[config.mk]
export PLATFORM = sky130hd
export DESIGN_NAME = zynq_bridge_top
export DESIGN_NICKNAME = d
export VERILOG_FILES = /design/src/bridge_bus_pkg.sv /design/src/bridge_csr_pkg.sv /design/src/bridge_csr_shell.sv /design/src/mem_access_router.sv /design/src/dram_remap.sv /design/src/mem_profiler.sv /design/src/host_mailbox.sv /design/src/zynq_bridge_top.sv
export VERILOG_INCLUDE_DIRS = /design/src /design/src/src
export SDC_FILE = /design/constraint.sdc
export NUM_CORES = 1
export LEC_CHECK = 0
export ABC_CLOCK_PERIOD_IN_PS = 7600
export BUFFER_PORTS_ARGS = -buffer_cell sky130_fd_sc_hd__buf_2
export CAP_MARGIN = 20
export CORE_MARGIN = 2
export CORE_UTILIZATION = 32
export CTS_CLUSTER_SIZE = 10
export DETAILED_ROUTE_END_ITERATION = 10
export REMOVE_ABC_BUFFERS = 1
export SLEW_MARGIN = 20
export SYNTH_ARGS = -nofsm -noshare
export SYNTH_HDL_FRONTEND = slang
export SYNTH_SLANG_ARGS = --single-unit
[constraint.sdc]
create_clock -name aclk_i -period 7.6 [get_ports aclk_i]
set_clock_uncertainty 0.1 [all_clocks]
set_input_delay 1.52 -clock aclk_i [delete_from_list [all_inputs] [get_ports aclk_i]]
set_output_delay 1.52 -clock aclk_i [all_outputs]
set_load 0.005 [all_outputs]
[src/bridge_macros.svh]
`ifndef BRIDGE_MACROS_SVH
`define BRIDGE_MACROS_SVH

// core side address and data widths
`define BRIDGE_ADDR_W 32
`define BRIDGE_DATA_W 32

// the GP1 window drops the top two address bits
`define BRIDGE_HOST_ADDR_W 30

// core addresses below this value belong to the host window
`define BRIDGE_SPLIT_ADDR 32'h0020_0000

// start of the DRAM space as the core sees it
`define BRIDGE_DRAM_BASE 32'h8000_0000

// exclusive upper bound on the DRAM offset, 120 MiB
`define BRIDGE_DRAM_LIMIT 32'h0780_0000

`define BRIDGE_MBOX_DEPTH 4

// one bit per 8 MiB region of DRAM
`define BRIDGE_PROF_W 128

`endif

[src/bridge_bus_pkg.sv]
`include "bridge_macros.svh"

package bridge_bus_pkg;

   // one bit is enough since every path carries only reads and writes
   typedef enum logic
   {
      MEM_READ  = 1'b0,
      MEM_WRITE = 1'b1
   } mem_op_e;

   // request as it arrives through the GP1 window, before translation
   typedef struct packed
   {
      mem_op_e                        op;
      logic [`BRIDGE_HOST_ADDR_W-1:0] addr;
      logic [`BRIDGE_DATA_W-1:0]      data;
   } host_req_s;

   // request at core address scale, used on every path behind the window
   typedef struct packed
   {
      mem_op_e                   op;
      logic [`BRIDGE_ADDR_W-1:0] addr;
      logic [`BRIDGE_DATA_W-1:0] data;
   } mem_req_s;

endpackage

[src/bridge_csr_pkg.sv]
`include "bridge_macros.svh"

package bridge_csr_pkg;

   // register index of the host shell
   typedef enum logic [3:0]
   {
      CSR_CTRL       = 4'd0,
      CSR_DRAM_VALID = 4'd1,
      CSR_DRAM_BASE  = 4'd2,
      CSR_STATUS     = 4'd3,
      CSR_MAILBOX    = 4'd4,
      CSR_PROF0      = 4'd5,
      CSR_PROF1      = 4'd6,
      CSR_PROF2      = 4'd7,
      CSR_PROF3      = 4'd8
   } csr_addr_e;

   typedef struct packed
   {
      bridge_bus_pkg::mem_op_e   op;
      csr_addr_e                 addr;
      logic [`BRIDGE_DATA_W-1:0] data;
   } csr_req_s;

endpackage

[src/bridge_csr_shell.sv]
`include "bridge_macros.svh"

module bridge_csr_shell
(
   input  logic                          aclk_i,
   input  logic                          rst_i,
   input  bridge_csr_pkg::csr_req_s      csr_req_i,
   input  logic                          csr_req_v_i,
   input  logic                          range_err_i,
   input  logic                          mbox_overflow_i,
   input  logic [2:0]                    mbox_count_i,
   input  logic [`BRIDGE_DATA_W-1:0]     mbox_head_i,
   input  logic [`BRIDGE_PROF_W-1:0]     prof_i,
   output logic [`BRIDGE_DATA_W-1:0]     csr_rdata_o,
   output logic                          csr_rdata_v_o,
   output logic                          mbox_pop_o,
   output logic [`BRIDGE_DATA_W-1:0]     dram_base_o,
   output logic                          core_reset_o
);
   import bridge_bus_pkg::*;
   import bridge_csr_pkg::*;

   logic                      ctrl_run_r;
   logic [`BRIDGE_DATA_W-1:0] dram_valid_r;
   logic [`BRIDGE_DATA_W-1:0] dram_base_r;
   logic [`BRIDGE_DATA_W-1:0] rd_mux;
   logic [`BRIDGE_DATA_W-1:0] rdata_r;
   logic                      rdata_v_r;
   logic                      is_read;
   logic                      is_write;

   assign is_read  = csr_req_v_i && (csr_req_i.op == MEM_READ);
   assign is_write = csr_req_v_i && (csr_req_i.op == MEM_WRITE);

   // the head is captured at the same edge that advances the mailbox
   assign mbox_pop_o = is_read && (csr_req_i.addr == CSR_MAILBOX);

   // the core stays in reset until the host sets the run bit
   assign core_reset_o = rst_i || !ctrl_run_r;
   assign dram_base_o  = dram_base_r;

   // writes to read-only indices fall through to the default and do nothing
   always_ff @(posedge aclk_i)
   begin
      if (rst_i)
      begin
         ctrl_run_r   <= 1'b0;
         dram_valid_r <= '0;
         dram_base_r  <= '0;
      end
      else if (is_write)
      begin
         case (csr_req_i.addr)
            CSR_CTRL:       ctrl_run_r   <= csr_req_i.data[0];
            CSR_DRAM_VALID: dram_valid_r <= csr_req_i.data;
            CSR_DRAM_BASE:  dram_base_r  <= csr_req_i.data;
            default:        ;
         endcase
      end
   end

   always_comb
   begin
      case (csr_req_i.addr)
         CSR_CTRL:       rd_mux = {{(`BRIDGE_DATA_W-1){1'b0}}, ctrl_run_r};
         CSR_DRAM_VALID: rd_mux = dram_valid_r;
         CSR_DRAM_BASE:  rd_mux = dram_base_r;
         CSR_STATUS:     rd_mux = {25'b0, mbox_count_i, 2'b00, mbox_overflow_i, range_err_i};
         CSR_MAILBOX:    rd_mux = mbox_head_i;
         CSR_PROF0:      rd_mux = prof_i[0*`BRIDGE_DATA_W +: `BRIDGE_DATA_W];
         CSR_PROF1:      rd_mux = prof_i[1*`BRIDGE_DATA_W +: `BRIDGE_DATA_W];
         CSR_PROF2:      rd_mux = prof_i[2*`BRIDGE_DATA_W +: `BRIDGE_DATA_W];
         CSR_PROF3:      rd_mux = prof_i[3*`BRIDGE_DATA_W +: `BRIDGE_DATA_W];
         default:        rd_mux = '0;
      endcase
   end

   always_ff @(posedge aclk_i)
   begin
      if (is_read)
      begin
         rdata_r <= rd_mux;
      end
   end

   always_ff @(posedge aclk_i)
   begin
      if (rst_i)
      begin
         rdata_v_r <= 1'b0;
      end
      else
      begin
         rdata_v_r <= is_read;
      end
   end

   assign csr_rdata_o   = rdata_r;
   assign csr_rdata_v_o = rdata_v_r;

   // every read gets a response with defined data one cycle after the request
   a_read_response: assert property (@(posedge aclk_i) disable iff (rst_i)
      is_read |=> (csr_rdata_v_o && !$isunknown(csr_rdata_o)));

endmodule

[src/mem_access_router.sv]
`include "bridge_macros.svh"

module mem_access_router
(
   input  logic                        aclk_i,
   input  logic                        rst_i,
   input  bridge_bus_pkg::host_req_s   host_req_i,
   input  logic                        host_req_v_i,
   input  bridge_bus_pkg::mem_req_s    core_req_i,
   input  logic                        core_req_v_i,
   output bridge_bus_pkg::mem_req_s    core_host_req_o,
   output logic                        core_host_req_v_o,
   output logic                        mbox_push_o,
   output logic [`BRIDGE_DATA_W-1:0]   mbox_data_o,
   output bridge_bus_pkg::mem_req_s    dram_pre_o,
   output logic                        dram_pre_v_o,
   output bridge_bus_pkg::mem_req_s    periph_req_o,
   output logic                        periph_req_v_o
);
   import bridge_bus_pkg::*;

   mem_req_s host_xlat_r;
   mem_req_s core_req_r;
   logic     host_v_r;
   logic     mbox_v_r;
   logic     dram_v_r;
   logic     periph_v_r;
   logic     below_split;
   logic     is_dram;

   assign below_split = core_req_i.addr < `BRIDGE_SPLIT_ADDR;
   assign is_dram     = core_req_i.addr[`BRIDGE_ADDR_W-1];

   // window offset 0x0xxx_xxxx lands in core DRAM at 0x8xxx_xxxx,
   // and offset 0x2xxx_xxxx lands in core local space at 0x0xxx_xxxx
   always_ff @(posedge aclk_i)
   begin
      if (host_req_v_i)
      begin
         host_xlat_r.op   <= host_req_i.op;
         host_xlat_r.addr <= {~host_req_i.addr[29], 3'b000, host_req_i.addr[27:0]};
         host_xlat_r.data <= host_req_i.data;
      end
   end

   // only one stream is valid per cycle so they share one payload register
   always_ff @(posedge aclk_i)
   begin
      if (core_req_v_i)
      begin
         core_req_r <= core_req_i;
      end
   end

   always_ff @(posedge aclk_i)
   begin
      if (rst_i)
      begin
         host_v_r   <= 1'b0;
         mbox_v_r   <= 1'b0;
         dram_v_r   <= 1'b0;
         periph_v_r <= 1'b0;
      end
      else
      begin
         host_v_r   <= host_req_v_i;
         mbox_v_r   <= core_req_v_i && below_split;
         dram_v_r   <= core_req_v_i && !below_split && is_dram;
         periph_v_r <= core_req_v_i && !below_split && !is_dram;
      end
   end

   assign core_host_req_o   = host_xlat_r;
   assign core_host_req_v_o = host_v_r;
   assign mbox_push_o       = mbox_v_r;
   assign mbox_data_o       = core_req_r.data;
   assign dram_pre_o        = core_req_r;
   assign dram_pre_v_o      = dram_v_r;
   assign periph_req_o      = core_req_r;
   assign periph_req_v_o    = periph_v_r;

   // the host window only accepts writes from the core, there is no read return
   a_no_host_read: assert property (@(posedge aclk_i) disable iff (rst_i)
      (core_req_v_i && below_split) |-> (core_req_i.op == MEM_WRITE));

endmodule

[src/dram_remap.sv]
`include "bridge_macros.svh"

module dram_remap
(
   input  logic                        aclk_i,
   input  logic                        rst_i,
   input  bridge_bus_pkg::mem_req_s    dram_pre_i,
   input  logic                        dram_pre_v_i,
   input  logic [`BRIDGE_ADDR_W-1:0]   dram_base_i,
   output bridge_bus_pkg::mem_req_s    dram_req_o,
   output logic                        dram_req_v_o,
   output logic                        range_err_o
);
   import bridge_bus_pkg::*;

   logic [`BRIDGE_ADDR_W-1:0] offset;
   logic                      in_range;
   mem_req_s                  dram_req_r;
   logic                      dram_req_v_r;
   logic                      range_err_r;

   // the core DRAM base has only its top bit set, so xor strips it
   assign offset   = dram_pre_i.addr ^ `BRIDGE_DRAM_BASE;
   assign in_range = offset < `BRIDGE_DRAM_LIMIT;

   always_ff @(posedge aclk_i)
   begin
      if (dram_pre_v_i)
      begin
         dram_req_r.op   <= dram_pre_i.op;
         dram_req_r.addr <= offset + dram_base_i;
         dram_req_r.data <= dram_pre_i.data;
      end
   end

   // out of range requests are dropped here and leave only the error flag
   always_ff @(posedge aclk_i)
   begin
      if (rst_i)
      begin
         dram_req_v_r <= 1'b0;
         range_err_r  <= 1'b0;
      end
      else
      begin
         dram_req_v_r <= dram_pre_v_i && in_range;
         range_err_r  <= range_err_r || (dram_pre_v_i && !in_range);
      end
   end

   assign dram_req_o   = dram_req_r;
   assign dram_req_v_o = dram_req_v_r;
   assign range_err_o  = range_err_r;

   // an issued address must stay inside the window the host allocated
   a_issue_in_range: assert property (@(posedge aclk_i) disable iff (rst_i)
      dram_req_v_o |-> ((dram_req_o.addr - $past(dram_base_i)) < `BRIDGE_DRAM_LIMIT));

endmodule

[src/mem_profiler.sv]
`include "bridge_macros.svh"

module mem_profiler
(
   input  logic                        aclk_i,
   input  logic                        core_reset_i,
   input  bridge_bus_pkg::mem_req_s    dram_pre_i,
   input  logic                        dram_pre_v_i,
   output logic [`BRIDGE_PROF_W-1:0]   prof_o
);

   logic [`BRIDGE_PROF_W-1:0] prof_r;
   logic [6:0]                region;

   // address bits 29 to 23 select one of 128 regions of 8 MiB each
   assign region = dram_pre_i.addr[29:23];

   // the map is cleared whenever the core is held in reset,
   // so every program run starts with an empty footprint
   always_ff @(posedge aclk_i)
   begin
      if (core_reset_i)
      begin
         prof_r <= '0;
      end
      else if (dram_pre_v_i)
      begin
         // out of range requests are recorded too, that is the point of the map
         prof_r[region] <= 1'b1;
      end
   end

   assign prof_o = prof_r;

endmodule

[src/host_mailbox.sv]
`include "bridge_macros.svh"

module host_mailbox
(
   input  logic                        aclk_i,
   input  logic                        rst_i,
   input  logic                        push_i,
   input  logic [`BRIDGE_DATA_W-1:0]   push_data_i,
   input  logic                        pop_i,
   output logic [`BRIDGE_DATA_W-1:0]   head_o,
   output logic [2:0]                  count_o,
   output logic                        overflow_o
);

   localparam int PTR_W = $clog2(`BRIDGE_MBOX_DEPTH);

   logic [`BRIDGE_DATA_W-1:0] mem_r [`BRIDGE_MBOX_DEPTH];
   logic [PTR_W-1:0]          wr_ptr_r;
   logic [PTR_W-1:0]          rd_ptr_r;
   logic [PTR_W:0]            count_r;
   logic                      overflow_r;
   logic                      empty;
   logic                      full;
   logic                      do_push;
   logic                      do_pop;

   assign empty   = count_r == '0;
   assign full    = count_r == `BRIDGE_MBOX_DEPTH;
   assign do_pop  = pop_i && !empty;
   // a pop in the same cycle frees the slot a full FIFO would otherwise refuse
   assign do_push = push_i && (!full || do_pop);

   always_ff @(posedge aclk_i)
   begin
      if (do_push)
      begin
         mem_r[wr_ptr_r] <= push_data_i;
      end
   end

   // pointers wrap on their own since the depth is a power of two
   always_ff @(posedge aclk_i)
   begin
      if (rst_i)
      begin
         wr_ptr_r   <= '0;
         rd_ptr_r   <= '0;
         count_r    <= '0;
         overflow_r <= 1'b0;
      end
      else
      begin
         wr_ptr_r   <= wr_ptr_r + PTR_W'(do_push);
         rd_ptr_r   <= rd_ptr_r + PTR_W'(do_pop);
         count_r    <= count_r + (PTR_W+1)'(do_push) - (PTR_W+1)'(do_pop);
         overflow_r <= overflow_r || (push_i && !do_push);
      end
   end

   // an empty mailbox reads as zero
   assign head_o     = empty ? '0 : mem_r[rd_ptr_r];
   assign count_o    = count_r;
   assign overflow_o = overflow_r;

   a_count_bound: assert property (@(posedge aclk_i) disable iff (rst_i)
      count_r <= `BRIDGE_MBOX_DEPTH);

endmodule

[src/zynq_bridge_top.sv]
`include "bridge_macros.svh"

module zynq_bridge_top
(
   input  logic                        aclk_i,
   input  logic                        rst_i,
   input  bridge_csr_pkg::csr_req_s    csr_req_i,
   input  logic                        csr_req_v_i,
   output logic [`BRIDGE_DATA_W-1:0]   csr_rdata_o,
   output logic                        csr_rdata_v_o,
   input  bridge_bus_pkg::host_req_s   host_req_i,
   input  logic                        host_req_v_i,
   output bridge_bus_pkg::mem_req_s    core_host_req_o,
   output logic                        core_host_req_v_o,
   input  bridge_bus_pkg::mem_req_s    core_req_i,
   input  logic                        core_req_v_i,
   output logic                        core_reset_o,
   output bridge_bus_pkg::mem_req_s    dram_req_o,
   output logic                        dram_req_v_o,
   output bridge_bus_pkg::mem_req_s    periph_req_o,
   output logic                        periph_req_v_o
);
   import bridge_bus_pkg::*;

   mem_req_s                  dram_pre;
   logic                      dram_pre_v;
   logic                      mbox_push;
   logic [`BRIDGE_DATA_W-1:0] mbox_data;
   logic                      mbox_pop;
   logic [`BRIDGE_DATA_W-1:0] mbox_head;
   logic [2:0]                mbox_count;
   logic                      mbox_overflow;
   logic                      range_err;
   logic [`BRIDGE_ADDR_W-1:0] dram_base;
   logic [`BRIDGE_PROF_W-1:0] prof;

   bridge_csr_shell u_shell
   (
      .aclk_i          (aclk_i),
      .rst_i           (rst_i),
      .csr_req_i       (csr_req_i),
      .csr_req_v_i     (csr_req_v_i),
      .range_err_i     (range_err),
      .mbox_overflow_i (mbox_overflow),
      .mbox_count_i    (mbox_count),
      .mbox_head_i     (mbox_head),
      .prof_i          (prof),
      .csr_rdata_o     (csr_rdata_o),
      .csr_rdata_v_o   (csr_rdata_v_o),
      .mbox_pop_o      (mbox_pop),
      .dram_base_o     (dram_base),
      .core_reset_o    (core_reset_o)
   );

   mem_access_router u_router
   (
      .aclk_i            (aclk_i),
      .rst_i             (rst_i),
      .host_req_i        (host_req_i),
      .host_req_v_i      (host_req_v_i),
      .core_req_i        (core_req_i),
      .core_req_v_i      (core_req_v_i),
      .core_host_req_o   (core_host_req_o),
      .core_host_req_v_o (core_host_req_v_o),
      .mbox_push_o       (mbox_push),
      .mbox_data_o       (mbox_data),
      .dram_pre_o        (dram_pre),
      .dram_pre_v_o      (dram_pre_v),
      .periph_req_o      (periph_req_o),
      .periph_req_v_o    (periph_req_v_o)
   );

   dram_remap u_remap
   (
      .aclk_i       (aclk_i),
      .rst_i        (rst_i),
      .dram_pre_i   (dram_pre),
      .dram_pre_v_i (dram_pre_v),
      .dram_base_i  (dram_base),
      .dram_req_o   (dram_req_o),
      .dram_req_v_o (dram_req_v_o),
      .range_err_o  (range_err)
   );

   // the profiler follows the core reset, not the shell reset
   mem_profiler u_profiler
   (
      .aclk_i       (aclk_i),
      .core_reset_i (core_reset_o),
      .dram_pre_i   (dram_pre),
      .dram_pre_v_i (dram_pre_v),
      .prof_o       (prof)
   );

   host_mailbox u_mailbox
   (
      .aclk_i      (aclk_i),
      .rst_i       (rst_i),
      .push_i      (mbox_push),
      .push_data_i (mbox_data),
      .pop_i       (mbox_pop),
      .head_o      (mbox_head),
      .count_o     (mbox_count),
      .overflow_o  (mbox_overflow)
   );

endmodule

Word level (Yosys, flattened, before mapping)
Memories as Yosys holds them, arrays and structs flattened. A register that Yosys moved wholly into a read port is not among the register bits.
Cells that the tools add are included.
Widths: inputs -> output; s select.
{"block": "totals", "register_bits": 432, "memories": 1, "ramBits": 128, "input_bits": 170, "word_cells": 84, "output_inout_bits": 232}
{"block": "classes", "add_sub_neg": 5, "n_mux": 7, "n_eq_ne": 9, "bitwise": 4, "n_reduce_logical": 29, "magnitude_cmp": 4}
{"name": "u_mailbox.mem_r", "depth": 4, "width": 32, "rd": 1, "rd_ports_with_merged_regs": 1, "wr": 1, "line_no": "host_mailbox.sv:17", "rtl": "logic [`BRIDGE_DATA_W-1:0] mem_r [`BRIDGE_MBOX_DEPTH];"}
{"op": "$pmux 32 s9", "count": 1}
{"op": "$or 128x128->128", "count": 1}
{"op": "$add 32x32->32", "count": 1}
{"op": "$lt 32x22->1 const B", "count": 1}
{"op": "$lt 32x27->1 const B", "count": 1}
{"op": "$mux 32", "count": 1}
{"op": "$eq 4x3->1 const B", "count": 4}
{"op": "$logic_and 1x1->1", "count": 13}
{"op": "$eq 4x2->1 const B", "count": 2}
{"op": "$lt 7x8->1 const B", "count": 1}
{"op": "$demux 1 s7", "count": 1}
{"op": "$ge 7x1->1 const B", "count": 1}
{"op": "$logic_not 1->1", "count": 7}
{"op": "$reduce_and 2->1", "count": 3}
{"op": "$add 2x1->2", "count": 2}
{"op": "$eq 4x1->1 const B", "count": 1}
{"op": "$eq 4x4->1 const B", "count": 1}
{"op": "$logic_not 4->1", "count": 1}
{"op": "$logic_or 1x1->1", "count": 4}
{"op": "$add 3x1->3", "count": 1}
{"op": "$eq 3x3->1 const B", "count": 1}
{"op": "$logic_not 3->1", "count": 1}
{"op": "$mux 1", "count": 3}
{"op": "$not 1->1", "count": 3}
{"op": "2 further kinds", "count": 2}

Logic depth before layout (Yosys ltp)
{"block": "depth", "ltp_word": 9, "depth_mapped": 12, "ltp_nobuf": 12}

Hierarchy
From an unflattened synthesis, not the netlist that was laid out.
{"block": "unflattened", "cells_unflattened": 1847, "area_unflattened_um2": 23389.9}
{"mod": "bridge_csr_shell", "area_each_um2": 5308.8, "n_inst": 1, "cells_each": 599, "seq_area_each_um2": 2282.2}
{"mod": "host_mailbox", "area_each_um2": 5228.8, "n_inst": 1, "cells_each": 241, "seq_area_each_um2": 4003.8}
{"mod": "mem_access_router", "area_each_um2": 4715.8, "n_inst": 1, "cells_each": 243, "seq_area_each_um2": 3893.7}
{"mod": "mem_profiler", "area_each_um2": 4360.4, "n_inst": 1, "cells_each": 452, "seq_area_each_um2": 2562.5}
{"mod": "dram_remap", "area_each_um2": 3776.1, "n_inst": 1, "cells_each": 312, "seq_area_each_um2": 1991.9}

Least setup slack after synthesis
OpenSTA, ideal clock, no wires.
{"block": "synth_path", "path_type": "input to register", "from": "in csr_req_i[36] (netlist bit)", "to": "mem u_mailbox.mem_r[1][0] (netlist bit), enable pin", "path_buffers": 0, "t_required_ps": 7032, "setup_time_ps": 468, "slack_ps": 1049, "path_stages": 5, "arrival_time_ps": 5983, "path_cell_list": "nor2b_1 and2_1 or4b_1 nand2_1 nor3b_1"}
{"block": "synth_between", "elab_chain_cells": 8}
{"item": "from (decl)", "line_no": "zynq_bridge_top.sv:7", "rtl": "input bridge_csr_pkg::csr_req_s csr_req_i,"}
{"item": "$not 1->1", "line_no": "bridge_csr_shell.sv:32", "rtl": "assign is_read = csr_req_v_i && (csr_req_i.op == MEM_READ);"}
{"item": "$logic_and 1x1->1", "line_no": "bridge_csr_shell.sv:32"}
{"item": "$logic_and 1x1->1", "line_no": "bridge_csr_shell.sv:36", "rtl": "assign mbox_pop_o = is_read && (csr_req_i.addr == CSR_MAILBOX);"}
{"item": "$logic_and 1x1->1", "line_no": "host_mailbox.sv:29", "rtl": "assign do_pop = pop_i && !empty;"}
{"item": "$logic_or 1x1->1", "line_no": "host_mailbox.sv:31", "rtl": "assign do_push = push_i && (!full || do_pop);"}
{"item": "$logic_and 1x1->1", "line_no": "host_mailbox.sv:31"}
{"item": "$mux 1", "line_no": "host_mailbox.sv:35", "rtl": "if (do_push)"}
{"item": "$mux 1 (not written as such)", "line_no": "host_mailbox.sv:37", "rtl": "mem_r[wr_ptr_r] <= push_data_i;"}
{"item": "to (decl)", "line_no": "host_mailbox.sv:17"}
Every way passes these cells.

Final worst setup path
{"block": "layout_path", "from": "in rst_i", "to": "out core_reset_o"}
{"block": "layout_between", "elab_chain_cells": 1}
{"item": "from (decl)", "line_no": "zynq_bridge_top.sv:6", "rtl": "input logic rst_i,"}
{"item": "$logic_or 1x1->1", "line_no": "bridge_csr_shell.sv:39", "rtl": "assign core_reset_o = rst_i || !ctrl_run_r;"}
{"item": "to (decl)", "line_no": "zynq_bridge_top.sv:17", "rtl": "output logic core_reset_o,"}
Every way passes these cells.

==> flow_metrics.env <==
export IMPL_ys_warn_count=0
export IMPL_synth_simple_gate_area_frac=0.0966
export IMPL_dieArea_um2=68100
export IMPL_gp_congestion=0.867
export IMPL_clock_sinks=560
export IMPL_fp_dieW_um=261
export IMPL_cts_hold_buffers_added=0
export IMPL_rr_startpoint="u_mailbox.count_o[1]$_SDFF_PP0_"
export IMPL_holdCritPathClass="reg -> reg"
export IMPL_cts_tree="yes"
export IMPL_cp_top_family="buffers and inverters"
export IMPL_critical_path_buf_inv_count=3
export IMPL_crit_chain="buf_2 > buf_4 > nand2b_4 > buf_2"
export IMPL_worst_slack_ps=2870
export IMPL_startpoint="rst_i"
export IMPL_async_reset_ff_frac=0
export IMPL_max_stage_delay_ps=670
export IMPL_final_common_cell="buf_2"
export IMPL_final_util=0.400
export IMPL_cp_end_kind="primary output"
export IMPL_grt_usage=0.174
export IMPL_vdd_ir_drop_max_v=0.000242
export IMPL_hp_start="u_shell.dram_valid_r[12]$_SDFFE_PP0P_"
export IMPL_layout_common_cells="buf_2 (395), edfxtp_1 (352), a21oi_1 (219)"
export IMPL_arrival_ps=3110
export IMPL_finalHoldViolCount=0
export IMPL_syn_cell_area_um2=21100
export IMPL_io_pin_count=402
export IMPL_dp_hpwl_um=41900
export IMPL_yosysUniqueCellTypes=62
export IMPL_max_freq_mhz=212
export IMPL_p_total_mw=6.76
export IMPL_io_buffers=397
export IMPL_grt_ovfl_total=0
export IMPL_antenna_left=0
export IMPL_power_density_nw_per_um2=258
export IMPL_worstSetupStartpointType="input port"
export IMPL_setup_violations=0
export IMPL_critPathRequiredTime_ps=5980
export IMPL_synth_ff_type="edfxtp_1"
export IMPL_grt_max_degree=97
export IMPL_slowest_stage="buf_4"
export IMPL_grt_pass1_wl_um=89400
export IMPL_drive_gt1_frac=0.277
export IMPL_drt_total_wl_um=61200
export IMPL_post_route_cell_area_um2=26200
export IMPL_max_cap_violations=0
export IMPL_holdWs_ps=353
export IMPL_grt_antenna_before_repair=8
export IMPL_synthAdderAreaFrac=0.0226
export IMPL_viasPerCell=5.06
export IMPL_outcome="completed"
export IMPL_leakagePower_nw=9.48
export IMPL_finalMaxSlewViolations=0
export IMPL_ys_seq_area_frac=0.697
export IMPL_synth_xor_area_frac=0.0141
export IMPL_core_area_um2=65500
export IMPL_cts_max_path_buffers=3
export IMPL_root_buffer="clkbuf_16"
export IMPL_worst_pin_slew_ps=1150
export IMPL_cts_resized_gates=0
export IMPL_pre_cts_ws_ps=2890
export IMPL_clk_latency_ps=610
export IMPL_maxSlewHeadroom=0.226
export IMPL_synth_area_mux_share=0.0362
export IMPL_cts_inserted_buffers=69
export IMPL_place_inst=2809
export IMPL_grt_pass1_vias=14600
export IMPL_syn_area_per_cell_um2=13.0
export IMPL_drt_iter0_drc=1372
export IMPL_setup_tns_ps=0
export IMPL_netlist_instances=1622
export IMPL_drc=0
export IMPL_post_route_min_period_ps=4730
export IMPL_vias=14800
export IMPL_dr_pass1_iters=7
export IMPL_fin_nets=2223
export IMPL_fin_crit_sh=0.622
export IMPL_worstSetupPathType="in -> out"
export IMPL_synth_edf_count=352
export IMPL_final_cells=2930
export IMPL_synth_compound_area_share=0.111
export IMPL_post_cts_buffers=0
export IMPL_r2r_slack_ps=4490
export IMPL_syn2layout_area_growth_pct=23.9
export IMPL_cp_max_fo=79
export IMPL_die_h_um=261
export IMPL_ys_ff_latch=560
export IMPL_num_rows=94
export IMPL_start_util=0.323
export IMPL_postPlaceCellArea_um2=24100
export IMPL_rsz0062_at_grt="false"
export IMPL_synth_top_family_by_area="compound AO/OA/AOI/OAI gates"
export IMPL_htreeDepth=3
export IMPL_cp_common_cell="buf_2"
export IMPL_path_clk_slew_ps=50
export IMPL_avgRoutedWirePerCell_um=20.9
-- state kept, by name, summed over array words and instances, names as in the netlist --
| name | flops |
|---|---|
| u_mailbox.count_o | 3 |
| u_mailbox.mem_r | 128 |
| u_mailbox.overflow_o | 1 |
| u_mailbox.rd_ptr_r | 2 |
| u_mailbox.wr_ptr_r | 2 |
| u_profiler.prof_o | 128 |
| u_remap.dram_req_o | 65 |
| u_remap.dram_req_v_o | 1 |
| u_remap.range_err_o | 1 |
| u_router.core_host_req_o | 62 |
| u_router.core_host_req_v_o | 1 |
| u_router.dram_pre_o | 33 |
| u_router.dram_pre_v_o | 1 |
| u_router.mbox_data_o | 32 |
| u_router.mbox_push_o | 1 |
| u_router.periph_req_v_o | 1 |
| u_shell.csr_rdata_o | 32 |
| u_shell.csr_rdata_v_o | 1 |
| u_shell.ctrl_run_r | 1 |
| u_shell.dram_base_o | 32 |
| u_shell.dram_valid_r | 32 |
-- tightest hold or removal path: stages, from the launching register on --
cell and delay (ps):
dfxtp_1 300, nand2_1 50, a21oi_1 50
-- logic make-up (layout without fill, tap and decap cells) --
kind of cell,Yosys count,in the layout
AO/OA/AOI/OAI,364,364
XOR/XNOR,34,34
adder cells (fa/ha/maj),37,37
buffers and inverters,109,547
flip-flops,560,560
multiplexers,36,36
other,1,7
AND/OR/NAND/NOR,481,481
-- report_power, final --
| group | switching [mW] | internal (mW) |
|---|---|---|
| sequential | 0.0670 | 3.33 |
| combinational | 0.177 | 0.115 |
| clock | 1.22 | 1.86 |
| total | 1.46 | 5.30 |
-- synth_stat cells, types with 7 or more instances --
master / n / area (um^2)
nor2_1: 170 / 638
xor2_1: 15 / 131
inv_1: 10 / 37.5
mux4_2: 32 / 721
nand4_1: 12 / 75.1
nand3_1: 45 / 225
dfxtp_1: 208 / 4160
nor2b_1: 10 / 62.6
ha_1: 35 / 438
a21oi_1: 219 / 1100
xnor2_1: 19 / 166
nand2_1: 192 / 721
buf_2: 19 / 95.1
a21o_1: 16 / 120
o21ai_0: 11 / 55.1
a31oi_1: 7 / 43.8
a222oi_1: 61 / 611
edfxtp_1: 352 / 10600
nor3_1: 20 / 100
clkbuf_1: 71 / 267
nand2b_1: 12 / 75.1
-- worst paths after layout --
path | end | depth (start not counted)
max reg2reg | u_mailbox.count_o[2]$_SDFF_PP0_ | 13
min | u_shell.dram_valid_r[12]$_SDFFE_PP0P_ | 2
max | core_reset_o | 4
min reg2reg | u_shell.dram_valid_r[12]$_SDFFE_PP0P_ | 2
-- area by class of cell --
class / instances / area, um^2
clock inverters: 9 / 125
diodes: 4 / 10.0
fillers: 6152 / 39300
inverters: 11 / 41.3
clock buffers: 108 / 1990
repair buffers: 419 / 2160
multi-input cells: 955 / 6040
well taps: 864 / 1080
flip-flops and latches: 560 / 14700
-- metal layers --
layer | GRT usage | up-vias | wire length (um)
li1 | - | 6853 | -
met1 | 0.229 | 7189 | 26000
met2 | 0.278 | 642 | 28300
met3 | 0.0413 | 130 | 4680
met4 | 0.0711 | 8 | 2260
met5 | 0 | - | 52
(Power assumes the default switching activity.)
